<file path="config.mk">
export PLATFORM = sky130hd
export DESIGN_NAME = smartnic_switch
export DESIGN_NICKNAME = d
export VERILOG_FILES = /design/src/common/smartnic_pkg.sv /design/src/hw/credit_fifo.sv /design/src/hw/ingress_arbiter.sv /design/src/hw/route_stage.sv /design/src/hw/egress_demux.sv /design/src/hw/ctrl_regs.sv /design/src/hw/smartnic_switch.sv
export SDC_FILE = /design/constraint.sdc
export NUM_CORES = 2
export LEC_CHECK = 0
export BUFFER_PORTS_ARGS = -buffer_cell sky130_fd_sc_hd__buf_4
export CORE_MARGIN = 10
export CORE_UTILIZATION = 59
export DETAILED_ROUTE_END_ITERATION = 6
export PLACE_DENSITY = 0.77
export SETUP_SLACK_MARGIN = 0.15
export SLEW_MARGIN = 20
export SYNTH_ARGS = -nofsm -noshare
export SYNTH_HDL_FRONTEND = slang
export SYNTH_HIERARCHICAL = 1
export SYNTH_SLANG_ARGS = --single-unit
</file>
<file path="constraint.sdc">
create_clock -name clk -period 6.09 [get_ports clk]
set_input_delay 0.609 -clock clk [delete_from_list [all_inputs] [get_ports clk]]
set_output_delay 0.609 -clock clk [all_outputs]
set_load 0.02 [all_outputs]
</file>
<file path="src/common/smartnic_pkg.sv">
package smartnic_pkg;

    // ====================
    // Port and datapath sizes
    // ====================
    localparam int NUM_PORTS = 4;
    localparam int DATA_WID  = 64;
    localparam int KEEP_WID  = DATA_WID / 8;

    // Ports 0-1 are cmac, ports 2-3 are host
    typedef logic [$clog2(NUM_PORTS)-1:0] port_t;

    // One AXI-Stream beat, tid carries the source port
    typedef struct packed {
        logic [DATA_WID-1:0] data;
        logic [KEEP_WID-1:0] keep;
        logic                last;
        logic                err;
        port_t               tdest;
        port_t               tid;
    } axis_beat_t;

    // Beat tagged with its resolved egress port
    typedef struct packed {
        axis_beat_t beat;
        port_t      egress;
    } routed_beat_t;

    // ====================
    // FIFO depths and credits
    // ====================
    localparam int ARB_FIFO_DEPTH = 4;
    localparam int EGR_FIFO_DEPTH = 4;
    localparam int MAX_FIFO_DEPTH =
        (ARB_FIFO_DEPTH > EGR_FIFO_DEPTH) ? ARB_FIFO_DEPTH : EGR_FIFO_DEPTH;
    localparam int CREDIT_WID = $clog2(MAX_FIFO_DEPTH + 1);

    // ====================
    // Register map
    // ====================
    localparam logic [7:0] REG_ROUTE_MODE   = 8'h00;
    localparam logic [7:0] REG_PKT_CNT_BASE = 8'h04;

    // Per source port, 0 = bypass, 1 = tdest
    typedef logic [NUM_PORTS-1:0] route_mode_t;

endpackage : smartnic_pkg

</file>
<file path="src/hw/credit_fifo.sv">
`timescale 1ns/1ps

module credit_fifo #(
    parameter type ITEM_T = logic [7:0],
    parameter int  DEPTH  = 4
) (
    input  logic  clk,
    input  logic  rst,

    input  logic  wr_valid,
    input  ITEM_T wr_item,

    output logic  rd_valid,
    output ITEM_T rd_item,
    input  logic  rd_pop,

    output logic  credit
);

    localparam int PTR_WID = (DEPTH > 1) ? $clog2(DEPTH) : 1;
    localparam int CNT_WID = $clog2(DEPTH + 1);

    ITEM_T              mem [DEPTH];
    logic [PTR_WID-1:0] wr_ptr;
    logic [PTR_WID-1:0] rd_ptr;
    logic [CNT_WID-1:0] count;
    logic               do_pop;

    // Show-ahead read port
    assign rd_valid = (count != '0);
    assign rd_item  = mem[rd_ptr];
    assign do_pop   = rd_pop && rd_valid;

    // Each pop frees one slot and hands one credit back
    assign credit = do_pop;

    always_ff @(posedge clk) begin
        if (wr_valid) begin
            mem[wr_ptr] <= wr_item;
        end
    end

    always_ff @(posedge clk) begin
        if (rst) begin
            wr_ptr <= '0;
            rd_ptr <= '0;
            count  <= '0;
        end else begin
            if (wr_valid) begin
                wr_ptr <= (wr_ptr == PTR_WID'(DEPTH - 1)) ? '0 : wr_ptr + 1'b1;
            end
            if (do_pop) begin
                rd_ptr <= (rd_ptr == PTR_WID'(DEPTH - 1)) ? '0 : rd_ptr + 1'b1;
            end
            count <= count + CNT_WID'(wr_valid) - CNT_WID'(do_pop);
        end
    end

    // Sender must never write without a credit
    a_no_overflow : assert property (@(posedge clk) disable iff (rst)
        wr_valid |-> (count < CNT_WID'(DEPTH)))
        else $error("credit_fifo written while full");

endmodule : credit_fifo

</file>
<file path="src/hw/ingress_arbiter.sv">
`timescale 1ns/1ps

module ingress_arbiter import smartnic_pkg::*; (
    input  logic                 clk,
    input  logic                 rst,

    input  logic [NUM_PORTS-1:0] s_valid,
    input  axis_beat_t           s_beat [NUM_PORTS],
    output logic [NUM_PORTS-1:0] s_ready,

    output logic                 out_valid,
    output axis_beat_t           out_beat,
    input  logic                 credit_ret
);

    port_t                 grant;
    logic                  locked;
    port_t                 pick;
    port_t                 sel;
    logic                  take;
    logic [CREDIT_WID-1:0] credits;

    // ====================
    // Round-robin pick
    // ====================
    // Search starts one past the last granted port
    always_comb begin
        logic  found;
        port_t idx;
        found = 1'b0;
        pick  = grant;
        for (int k = 1; k <= NUM_PORTS; k++) begin
            idx = grant + port_t'(k);
            if (!found && s_valid[idx]) begin
                pick  = idx;
                found = 1'b1;
            end
        end
    end

    // Hold the grant until the last beat goes through
    assign sel  = locked ? grant : pick;
    assign take = s_valid[sel] && (credits != '0);

    always_comb begin
        for (int i = 0; i < NUM_PORTS; i++) begin
            s_ready[i] = take && (sel == port_t'(i));
        end
    end

    // Stamp the source port into tid
    always_comb begin
        out_beat     = s_beat[sel];
        out_beat.tid = sel;
    end
    assign out_valid = take;

    // ====================
    // Grant and credit state
    // ====================
    always_ff @(posedge clk) begin
        if (rst) begin
            grant   <= port_t'(NUM_PORTS - 1);
            locked  <= 1'b0;
            credits <= CREDIT_WID'(ARB_FIFO_DEPTH);
        end else begin
            if (take) begin
                grant  <= sel;
                locked <= !s_beat[sel].last;
            end
            credits <= credits - CREDIT_WID'(take) + CREDIT_WID'(credit_ret);
        end
    end

    // No other source may get ready in the middle of a packet
    a_grant_held : assert property (@(posedge clk) disable iff (rst)
        (take && !out_beat.last) |=> ((s_ready & ~$past(s_ready)) == '0))
        else $error("arbiter grant moved mid-packet");

    // A wrapped counter would read above the route FIFO depth
    a_credit_range : assert property (@(posedge clk) disable iff (rst)
        credits <= CREDIT_WID'(ARB_FIFO_DEPTH))
        else $error("arbiter credit count out of range");

endmodule : ingress_arbiter

</file>
<file path="src/hw/route_stage.sv">
`timescale 1ns/1ps

module route_stage import smartnic_pkg::*; (
    input  logic                 clk,
    input  logic                 rst,

    input  logic                 in_valid,
    input  axis_beat_t           in_beat,
    output logic                 in_pop,

    input  route_mode_t          route_mode,

    output logic                 out_valid,
    output routed_beat_t         out_beat,
    input  logic [NUM_PORTS-1:0] egr_credit
);

    logic                  head_valid;
    axis_beat_t            head_beat;
    logic                  go;
    port_t                 egress;
    logic                  in_pkt;
    port_t                 pkt_port;
    logic [CREDIT_WID-1:0] egr_cnt [NUM_PORTS];

    // Receive FIFO, its pops return credits to the arbiter
    credit_fifo #(
        .ITEM_T (axis_beat_t),
        .DEPTH  (ARB_FIFO_DEPTH)
    ) u_in_fifo (
        .clk      (clk),
        .rst      (rst),
        .wr_valid (in_valid),
        .wr_item  (in_beat),
        .rd_valid (head_valid),
        .rd_item  (head_beat),
        .rd_pop   (go),
        .credit   (in_pop)
    );

    // ====================
    // Egress resolution
    // ====================
    // Decided on the first beat, then latched for the packet
    always_comb begin
        if (in_pkt) begin
            egress = pkt_port;
        end else if (route_mode[head_beat.tid]) begin
            egress = head_beat.tdest;
        end else begin
            // cmac i <-> host i+2
            egress = head_beat.tid ^ port_t'(NUM_PORTS / 2);
        end
    end

    assign go = head_valid && (egr_cnt[egress] != '0);

    always_ff @(posedge clk) begin
        if (rst) begin
            in_pkt    <= 1'b0;
            out_valid <= 1'b0;
        end else begin
            out_valid <= go;
            if (go) begin
                in_pkt <= !head_beat.last;
            end
        end
    end

    always_ff @(posedge clk) begin
        if (go) begin
            pkt_port        <= egress;
            out_beat.beat   <= head_beat;
            out_beat.egress <= egress;
        end
    end

    // Per egress FIFO credit counters
    always_ff @(posedge clk) begin
        for (int p = 0; p < NUM_PORTS; p++) begin
            if (rst) begin
                egr_cnt[p] <= CREDIT_WID'(EGR_FIFO_DEPTH);
            end else begin
                egr_cnt[p] <= egr_cnt[p]
                            - CREDIT_WID'(go && (egress == port_t'(p)))
                            + CREDIT_WID'(egr_credit[p]);
            end
        end
    end

endmodule : route_stage

</file>
<file path="src/hw/egress_demux.sv">
`timescale 1ns/1ps

module egress_demux import smartnic_pkg::*; (
    input  logic                 clk,
    input  logic                 rst,

    input  logic                 in_valid,
    input  routed_beat_t         in_beat,
    output logic [NUM_PORTS-1:0] egr_credit,

    output logic [NUM_PORTS-1:0] m_valid,
    output axis_beat_t           m_beat [NUM_PORTS],
    input  logic [NUM_PORTS-1:0] m_ready,

    output logic [NUM_PORTS-1:0] pkt_done
);

    logic [NUM_PORTS-1:0] wr_sel;
    logic [NUM_PORTS-1:0] m_xfer;

    // ====================
    // Per-port output queues
    // ====================
    for (genvar p = 0; p < NUM_PORTS; p++) begin : g_port
        logic  mid;
        port_t mid_tid;

        // Steer the beat to its egress queue
        assign wr_sel[p] = in_valid && (in_beat.egress == port_t'(p));

        credit_fifo #(
            .ITEM_T (axis_beat_t),
            .DEPTH  (EGR_FIFO_DEPTH)
        ) u_out_fifo (
            .clk      (clk),
            .rst      (rst),
            .wr_valid (wr_sel[p]),
            .wr_item  (in_beat.beat),
            .rd_valid (m_valid[p]),
            .rd_item  (m_beat[p]),
            .rd_pop   (m_ready[p]),
            .credit   (egr_credit[p])
        );

        assign m_xfer[p]   = m_valid[p] && m_ready[p];
        assign pkt_done[p] = m_xfer[p] && m_beat[p].last;

        // Track the packet in flight on this output
        always_ff @(posedge clk) begin
            if (rst) begin
                mid <= 1'b0;
            end else if (m_xfer[p]) begin
                mid <= !m_beat[p].last;
            end
        end

        always_ff @(posedge clk) begin
            if (m_xfer[p]) begin
                mid_tid <= m_beat[p].tid;
            end
        end

        // Packets from different sources never interleave on one output
        a_no_interleave : assert property (@(posedge clk) disable iff (rst)
            (mid && m_valid[p]) |-> (m_beat[p].tid == mid_tid))
            else $error("egress port %0d interleaved packets", p);
    end : g_port

endmodule : egress_demux

</file>
<file path="src/hw/ctrl_regs.sv">
`timescale 1ns/1ps

module ctrl_regs import smartnic_pkg::*; (
    input  logic                 clk,
    input  logic                 rst,

    input  logic                 reg_wr,
    input  logic [7:0]           reg_addr,
    input  logic [31:0]          reg_wdata,
    output logic [31:0]          reg_rdata,

    input  logic [NUM_PORTS-1:0] pkt_done,
    output route_mode_t          route_mode
);

    logic [31:0] pkt_cnt [NUM_PORTS];
    logic [7:0]  cnt_offset;
    logic        cnt_hit;

    // ====================
    // Route mode register
    // ====================
    always_ff @(posedge clk) begin
        if (rst) begin
            route_mode <= '0;
        end else if (reg_wr && (reg_addr == REG_ROUTE_MODE)) begin
            route_mode <= reg_wdata[NUM_PORTS-1:0];
        end
    end

    // ====================
    // Per-egress packet counters
    // ====================
    always_ff @(posedge clk) begin
        for (int p = 0; p < NUM_PORTS; p++) begin
            if (rst) begin
                pkt_cnt[p] <= '0;
            end else if (pkt_done[p]) begin
                pkt_cnt[p] <= pkt_cnt[p] + 32'd1;
            end
        end
    end

    // ====================
    // Read mux
    // ====================
    assign cnt_offset = reg_addr - REG_PKT_CNT_BASE;
    assign cnt_hit    = (reg_addr >= REG_PKT_CNT_BASE) &&
                        (reg_addr < (REG_PKT_CNT_BASE + 8'(NUM_PORTS)));

    always_comb begin
        reg_rdata = '0;
        if (reg_addr == REG_ROUTE_MODE) begin
            reg_rdata[NUM_PORTS-1:0] = route_mode;
        end else if (cnt_hit) begin
            reg_rdata = pkt_cnt[cnt_offset[$bits(port_t)-1:0]];
        end
    end

endmodule : ctrl_regs

</file>
<file path="src/hw/smartnic_switch.sv">
`timescale 1ns/1ps

module smartnic_switch import smartnic_pkg::*; (
    input  logic                 clk,
    input  logic                 rst,

    // cmac rx 0/1 and host tx 0/1
    input  logic [NUM_PORTS-1:0] s_axis_valid,
    input  axis_beat_t           s_axis_beat [NUM_PORTS],
    output logic [NUM_PORTS-1:0] s_axis_ready,

    // cmac tx 0/1 and host rx 0/1
    output logic [NUM_PORTS-1:0] m_axis_valid,
    output axis_beat_t           m_axis_beat [NUM_PORTS],
    input  logic [NUM_PORTS-1:0] m_axis_ready,

    input  logic                 reg_wr,
    input  logic [7:0]           reg_addr,
    input  logic [31:0]          reg_wdata,
    output logic [31:0]          reg_rdata
);

    logic                 arb_valid;
    axis_beat_t           arb_beat;
    logic                 arb_credit;

    logic                 rt_valid;
    routed_beat_t         rt_beat;
    logic [NUM_PORTS-1:0] egr_credit;

    logic [NUM_PORTS-1:0] pkt_done;
    route_mode_t          route_mode;

    // ====================
    // Pipeline
    // ====================
    ingress_arbiter u_arb (
        .clk        (clk),
        .rst        (rst),
        .s_valid    (s_axis_valid),
        .s_beat     (s_axis_beat),
        .s_ready    (s_axis_ready),
        .out_valid  (arb_valid),
        .out_beat   (arb_beat),
        .credit_ret (arb_credit)
    );

    route_stage u_route (
        .clk        (clk),
        .rst        (rst),
        .in_valid   (arb_valid),
        .in_beat    (arb_beat),
        .in_pop     (arb_credit),
        .route_mode (route_mode),
        .out_valid  (rt_valid),
        .out_beat   (rt_beat),
        .egr_credit (egr_credit)
    );

    egress_demux u_egress (
        .clk        (clk),
        .rst        (rst),
        .in_valid   (rt_valid),
        .in_beat    (rt_beat),
        .egr_credit (egr_credit),
        .m_valid    (m_axis_valid),
        .m_beat     (m_axis_beat),
        .m_ready    (m_axis_ready),
        .pkt_done   (pkt_done)
    );

    // Control and statistics
    ctrl_regs u_regs (
        .clk        (clk),
        .rst        (rst),
        .reg_wr     (reg_wr),
        .reg_addr   (reg_addr),
        .reg_wdata  (reg_wdata),
        .reg_rdata  (reg_rdata),
        .pkt_done   (pkt_done),
        .route_mode (route_mode)
    );

endmodule : smartnic_switch

</file>
# Yosys cells after proc, flatten, opt, wreduce, memory -nomap -nowiden
# Memory sizes are Yosys's and may differ from the RTL's. A register that Yosys moved wholly into a read port is not among the register bits.
# Index checks and enable logic that the tools add are counted.
# word_totals
mem_count,7
ramBits,1700
wordCells,236
input_bits,363
regBits,127
# classes
n_eq_ne,19
n_mux,81
order_cmp,9
n_reduce_logical,44
addsub,38
bitwise,10
# mem_list
memory,depth,width,rd,rd_clocked_by_memory_dff,wr,line_no,rtl
u_egress.g_port[0].u_out_fifo.mem,4,78,1,1,1,credit_fifo.sv:23,ITEM_T mem [DEPTH];
u_egress.g_port[1].u_out_fifo.mem,4,78,1,1,1,credit_fifo.sv:23,
u_egress.g_port[2].u_out_fifo.mem,4,78,1,1,1,credit_fifo.sv:23,
u_egress.g_port[3].u_out_fifo.mem,4,78,1,1,1,credit_fifo.sv:23,
u_route.u_in_fifo.mem,4,78,1,1,1,credit_fifo.sv:23,
u_regs.pkt_cnt,4,32,5,0,4,ctrl_regs.sv:16,logic [31:0] pkt_cnt [NUM_PORTS];
+1 memories,-,-,-,-,-,-,
# ops
operator,n
$mux W32,5
$bmux W78 S2,1
$mux W78,2
$add A32 B1 Y32 const B,4
$mux W2,27
$mux W1,34
$eq A2 B2 Y1 const B,16
$add A3 B1 Y3,10
$sub A3 B1 Y3,10
$logic_and A1 B1 Y1,28
$mux W28,1
$add A2 B1 Y2 const B,11
$reduce_bool A3 Y1,7
$lt A2 B3 Y1 const B,6
$bmux W1 S2,6
$mux W3,4
$ge A8 B3 Y1 const B,1
$logic_not A8 Y1,1
$lt A8 B4 Y1 const B,1
$or A1 B1 Y1,8
$eq A2 B1 Y1 const B,3
$logic_not A2 Y1,3
$logic_not A1 Y1,5
$add A2 B2 Y2 const B,2
other kinds (5),5

# Longest topological paths before layout
# depth
word_depth,19
depth_mapped,17
ltp_nobuf,15

# Hierarchy
# The synthesis kept the hierarchy.
# by_module_without_submodules
mod,area_each_um2,n_inst,cells_per_inst,seq_area_each_um2
credit_fifo,11738.8,5,452,9549.2
ctrl_regs,8037.7,1,731,3923.8
route_stage,3316.9,1,175,2682.6
ingress_arbiter,2856.5,1,572,120.1
egress_demux,62.6,1,8,0.0

# Worst setup path before layout
# OpenSTA, ideal clock, no wires.
# synth_path
path_kind,register to register
start,register (tool-made name)
end,register u_route.u_in_fifo.count[2]
stages_incl_launch_ff,17
arrival_ps,4828
slack_ps,1137
required_time_ps,5965
cell_sequence,dfxtp_1 > buf_6 > buf_12 > mux4_2 > mux2i_1 > a21oi_2 > a221oi_4 > mux2_4 > o22ai_4 > o31a_1 > ha_1 > inv_1 > ha_1 > inv_1 > fa_1 > xnor3_1 > nor2_1
# synth_lines
element,line_no,rtl
end signal: assignment,credit_fifo.sv:55,count <= count + CNT_WID'(wr_valid) - CNT_WID'(do_pop);
end: declaration,credit_fifo.sv:26,logic [CNT_WID-1:0] count;

==> flow_summary.json <==
{
  "run_status": "completed",
  "worstSkewPairLatency_ps": 810,
  "drt_iter0_markers": 4737,
  "power.net_switching_mw": 13.1,
  "numCtsBuffers": 175,
  "yosysMostFrequentCell": "edfxtp_1",
  "dieWidth_um": 372,
  "grt_max_degree": 153,
  "worst-path-buf-inv": 4,
  "worst_slew_pin_slew_ps": 1110,
  "p_per_area_nw_per_um2": 480,
  "cp.required_ps": 5480,
  "worst_ep_arrival_time_ps": 4050,
  "synth_edf_count": 1768,
  "netlist_area_um2": 73000,
  "fin_crit_ps": 4650,
  "num_rows": 128,
  "critical_path.max_fanout": 53,
  "fp.dieArea_um2": 138000,
  "synth_top_area_share_pct": 72.8,
  "grt_first_pass_wirelength_um": 279000,
  "setup_tns_ps": 0,
  "cts.clk_slew.worst_paths_ps": 60,
  "die_h_um": 372,
  "final_hold_viol_count": 0,
  "antenna_found_initial": 5,
  "cp_slowest_stage_delay_ps": 530,
  "wl_per_cell_um": 31.2,
  "drtAntennaViolNets": 0,
  "htreeDepth": 4,
  "slew_viol_final": 0,
  "start_util_pct": 59.6,
  "via_per_inst": 6.33,
  "drt_pass1_iterations": 5,
  "drc": 0,
  "syn_inst": 3746,
  "track_usage_pct": 28.0,
  "skew_ps": 27.7,
  "crit_cells": 9,
  "first_global_vias": 40200,
  "irDropWorstVdd_mv": 0.780,
  "syn_avg_cell_area_um2": 19.5,
  "area_growth_pct": 17.0,
  "ys_seq_area_share_pct": 74.7,
  "synthFlopType": "edfxtp_1",
  "place_congestion": 0.892,
  "synth.net_count": 4168,
  "p_clk_share_pct": 26.4,
  "max_slew_margin_pct": 26.1,
  "rsz0062_at_grt": "false",
  "reg2reg_depth": 8,
  "critPathCaptureType": "primary output",
  "drive_above_1_share_pct": 32.0,
  "seqPwrFrac_pct": 48.6,
  "cts.sinks": 1837,
  "post_cts_buffers": 0,
  "portBuffers": 678,
  "ctsResizeCount": 0,
  "path_cells": "inv_1 -> nor3_1 -> nor4_1 -> a2111oi_4 -> buf_4 -> inv_4 -> or2_1 -> nor2_1 -> buf_4",
  "cp_slowest_cell": "a2111oi_4",
  "root_buffer": "clkbuf_16",
  "synth-seq-cells": 1837,
  "setup_viol": 0,
  "path_class": "reg -> out",
  "hpwl_um": 116000,
  "internal_power_mw": 27.9,
  "fin_util_pct": 69.8,
  "synth_area_leaders": "edfxtp_1 73%, mux4_2 13%, dfxtp_1 1.9%",
  "ios": 715,
  "vias": 39500,
  "start_kind": "flip-flop",
  "routed_wl_um": 195000,
  "path_common_cell": "buf_4",
  "synth-async-reset-ratio_pct": 0,
  "p_leak_nw": 28.7,
  "yosysTopAreaCell": "edfxtp_1",
  "combPwrFrac_pct": 25.0,
  "cts_hold_buf": 0,
  "hp-class": "in -> reg",
  "fmax_mhz": 215,
  "max_cap_viol_count": 0,
  "cts_tree": "built",
  "fin_nets": 4894,
  "crit_family": "buffers and inverters",
  "clock_path_buffers": 3,
  "synth_warnings": 6,
  "hold_path_depth": 3,
  "overflow": 0,
  "synth_commonest_cells": "1768 x edfxtp_1, 422 x mux4_2, 349 x nand2_1",
  "p_total_mw": 41.0,
  "p_sw_share_pct": 31.9,
  "core_area_um2": 122000,
  "finalCritPeriodShare_pct": 76.4,
  "synth.distinct_cells": 67
}
## power groups by stage
stage               combinational [mW]  sequential (mW)  clock (mW)
finish                            10.2             19.9        10.8
global route                      10.8             20.2        11.4
CTS                               10.2             20.0        11.0
detailed placement                10.1             20.2           0
global placement                  9.94             20.0           0
floorplan                         6.60             18.9           0
## sequential cells by signal (all words and copies together) (netlist names), 3 cells and up, named ones only
name                               flops
u_egress/g_port.u_out_fifo/rd_ptr      8
u_regs/route_mode                      4
u_route/out_beat                      78
u_egress/g_port.u_out_fifo/wr_ptr      8
u_route/egr_cnt                       12
u_egress/g_port.u_out_fifo/mem      1248
u_arb/credits                          3
u_egress/g_port.u_out_fifo/count      12
u_regs/pkt_cnt                       128
u_route/u_in_fifo/count                3
u_route/u_in_fifo/mem                312
## layer usage
| layer | wire length, um | global-route usage, % | vias to the layer above |
|---|---|---|---|
| met3 | 18900 | 6.09 | 278 |
| met5 | 10 | 0 | - |
| li1 | - | - | 16400 |
| met2 | 96800 | 46.1 | 2341 |
| met4 | 5640 | 8.75 | 2 |
| met1 | 73200 | 37.6 | 20500 |
## worst paths after layout
check / start / end / slack [ps]
setup / recovery: u_arb/grant[1] / s_axis_ready[0] / 1440
hold reg to reg: u_egress/g_port[1].u_out_fifo/rd_ptr[1] / flip-flop / 480
setup reg to reg: flip-flop / u_route/out_beat[58] / 1780
hold / removal: reg_wdata[0] / u_regs/route_mode[0] / 100
## per-stage QoR
step	cell area, um2	hold WS (ps)	instances	worst slack, ps
floorplan	73000	458	3746	1140
global placement	79500	471	5913	1760
detailed placement	79500	485	5913	1660
CTS	85200	31.1	6230	1460
global route	85400	72.3	6237	1250
finish	85400	96.7	6238	1440
## worst min-delay path: stages
cell	delay (ps)
buf_4	110
nand3_1	60
a21oi_1	50
## placed cells by master, fill, tap and decap left out, types with 34 or more instances in the layout
cell type,instances
clkbuf_1,44
dfxtp_1,59
nand4_1,38
clkbuf_16,179
nand2_1,349
nand3_1,54
a31oi_1,75
edfxtp_1,1768
inv_1,58
and2_1,34
xor2_1,93
nor2_1,168
ha_1,49
buf_4,721
mux4_2,422
and3_1,98
## logic make-up (layout without fill, tap and decap cells)
group / count (synthesis) / count (layout) / synth area share (%)
flip-flops: 1837 / 1837 / 74.7
XOR/XNOR: 130 / 130 / 1.65
buffers and inverters: 244 / 1110 / 1.87
adder cells (fa/ha/maj): 59 / 59 / 1.11
other: 0 / 1 / 0
AND/OR/NAND/NOR: 907 / 907 / 6.14
AO/OA/AOI/OAI: 121 / 121 / 1.15
multiplexers: 448 / 448 / 13.4
## area by class of cell
class	instances	area [um2]
antenna	1	2.50
clock buffer	231	4750
clock inverter	86	946
fill	7479	37000
inverter	60	233
multi-input combinational	1665	17200
sequential	1837	54500
tap	1625	2030
timing repair buffer	733	5690
Power figures use the tool's default switching activity.
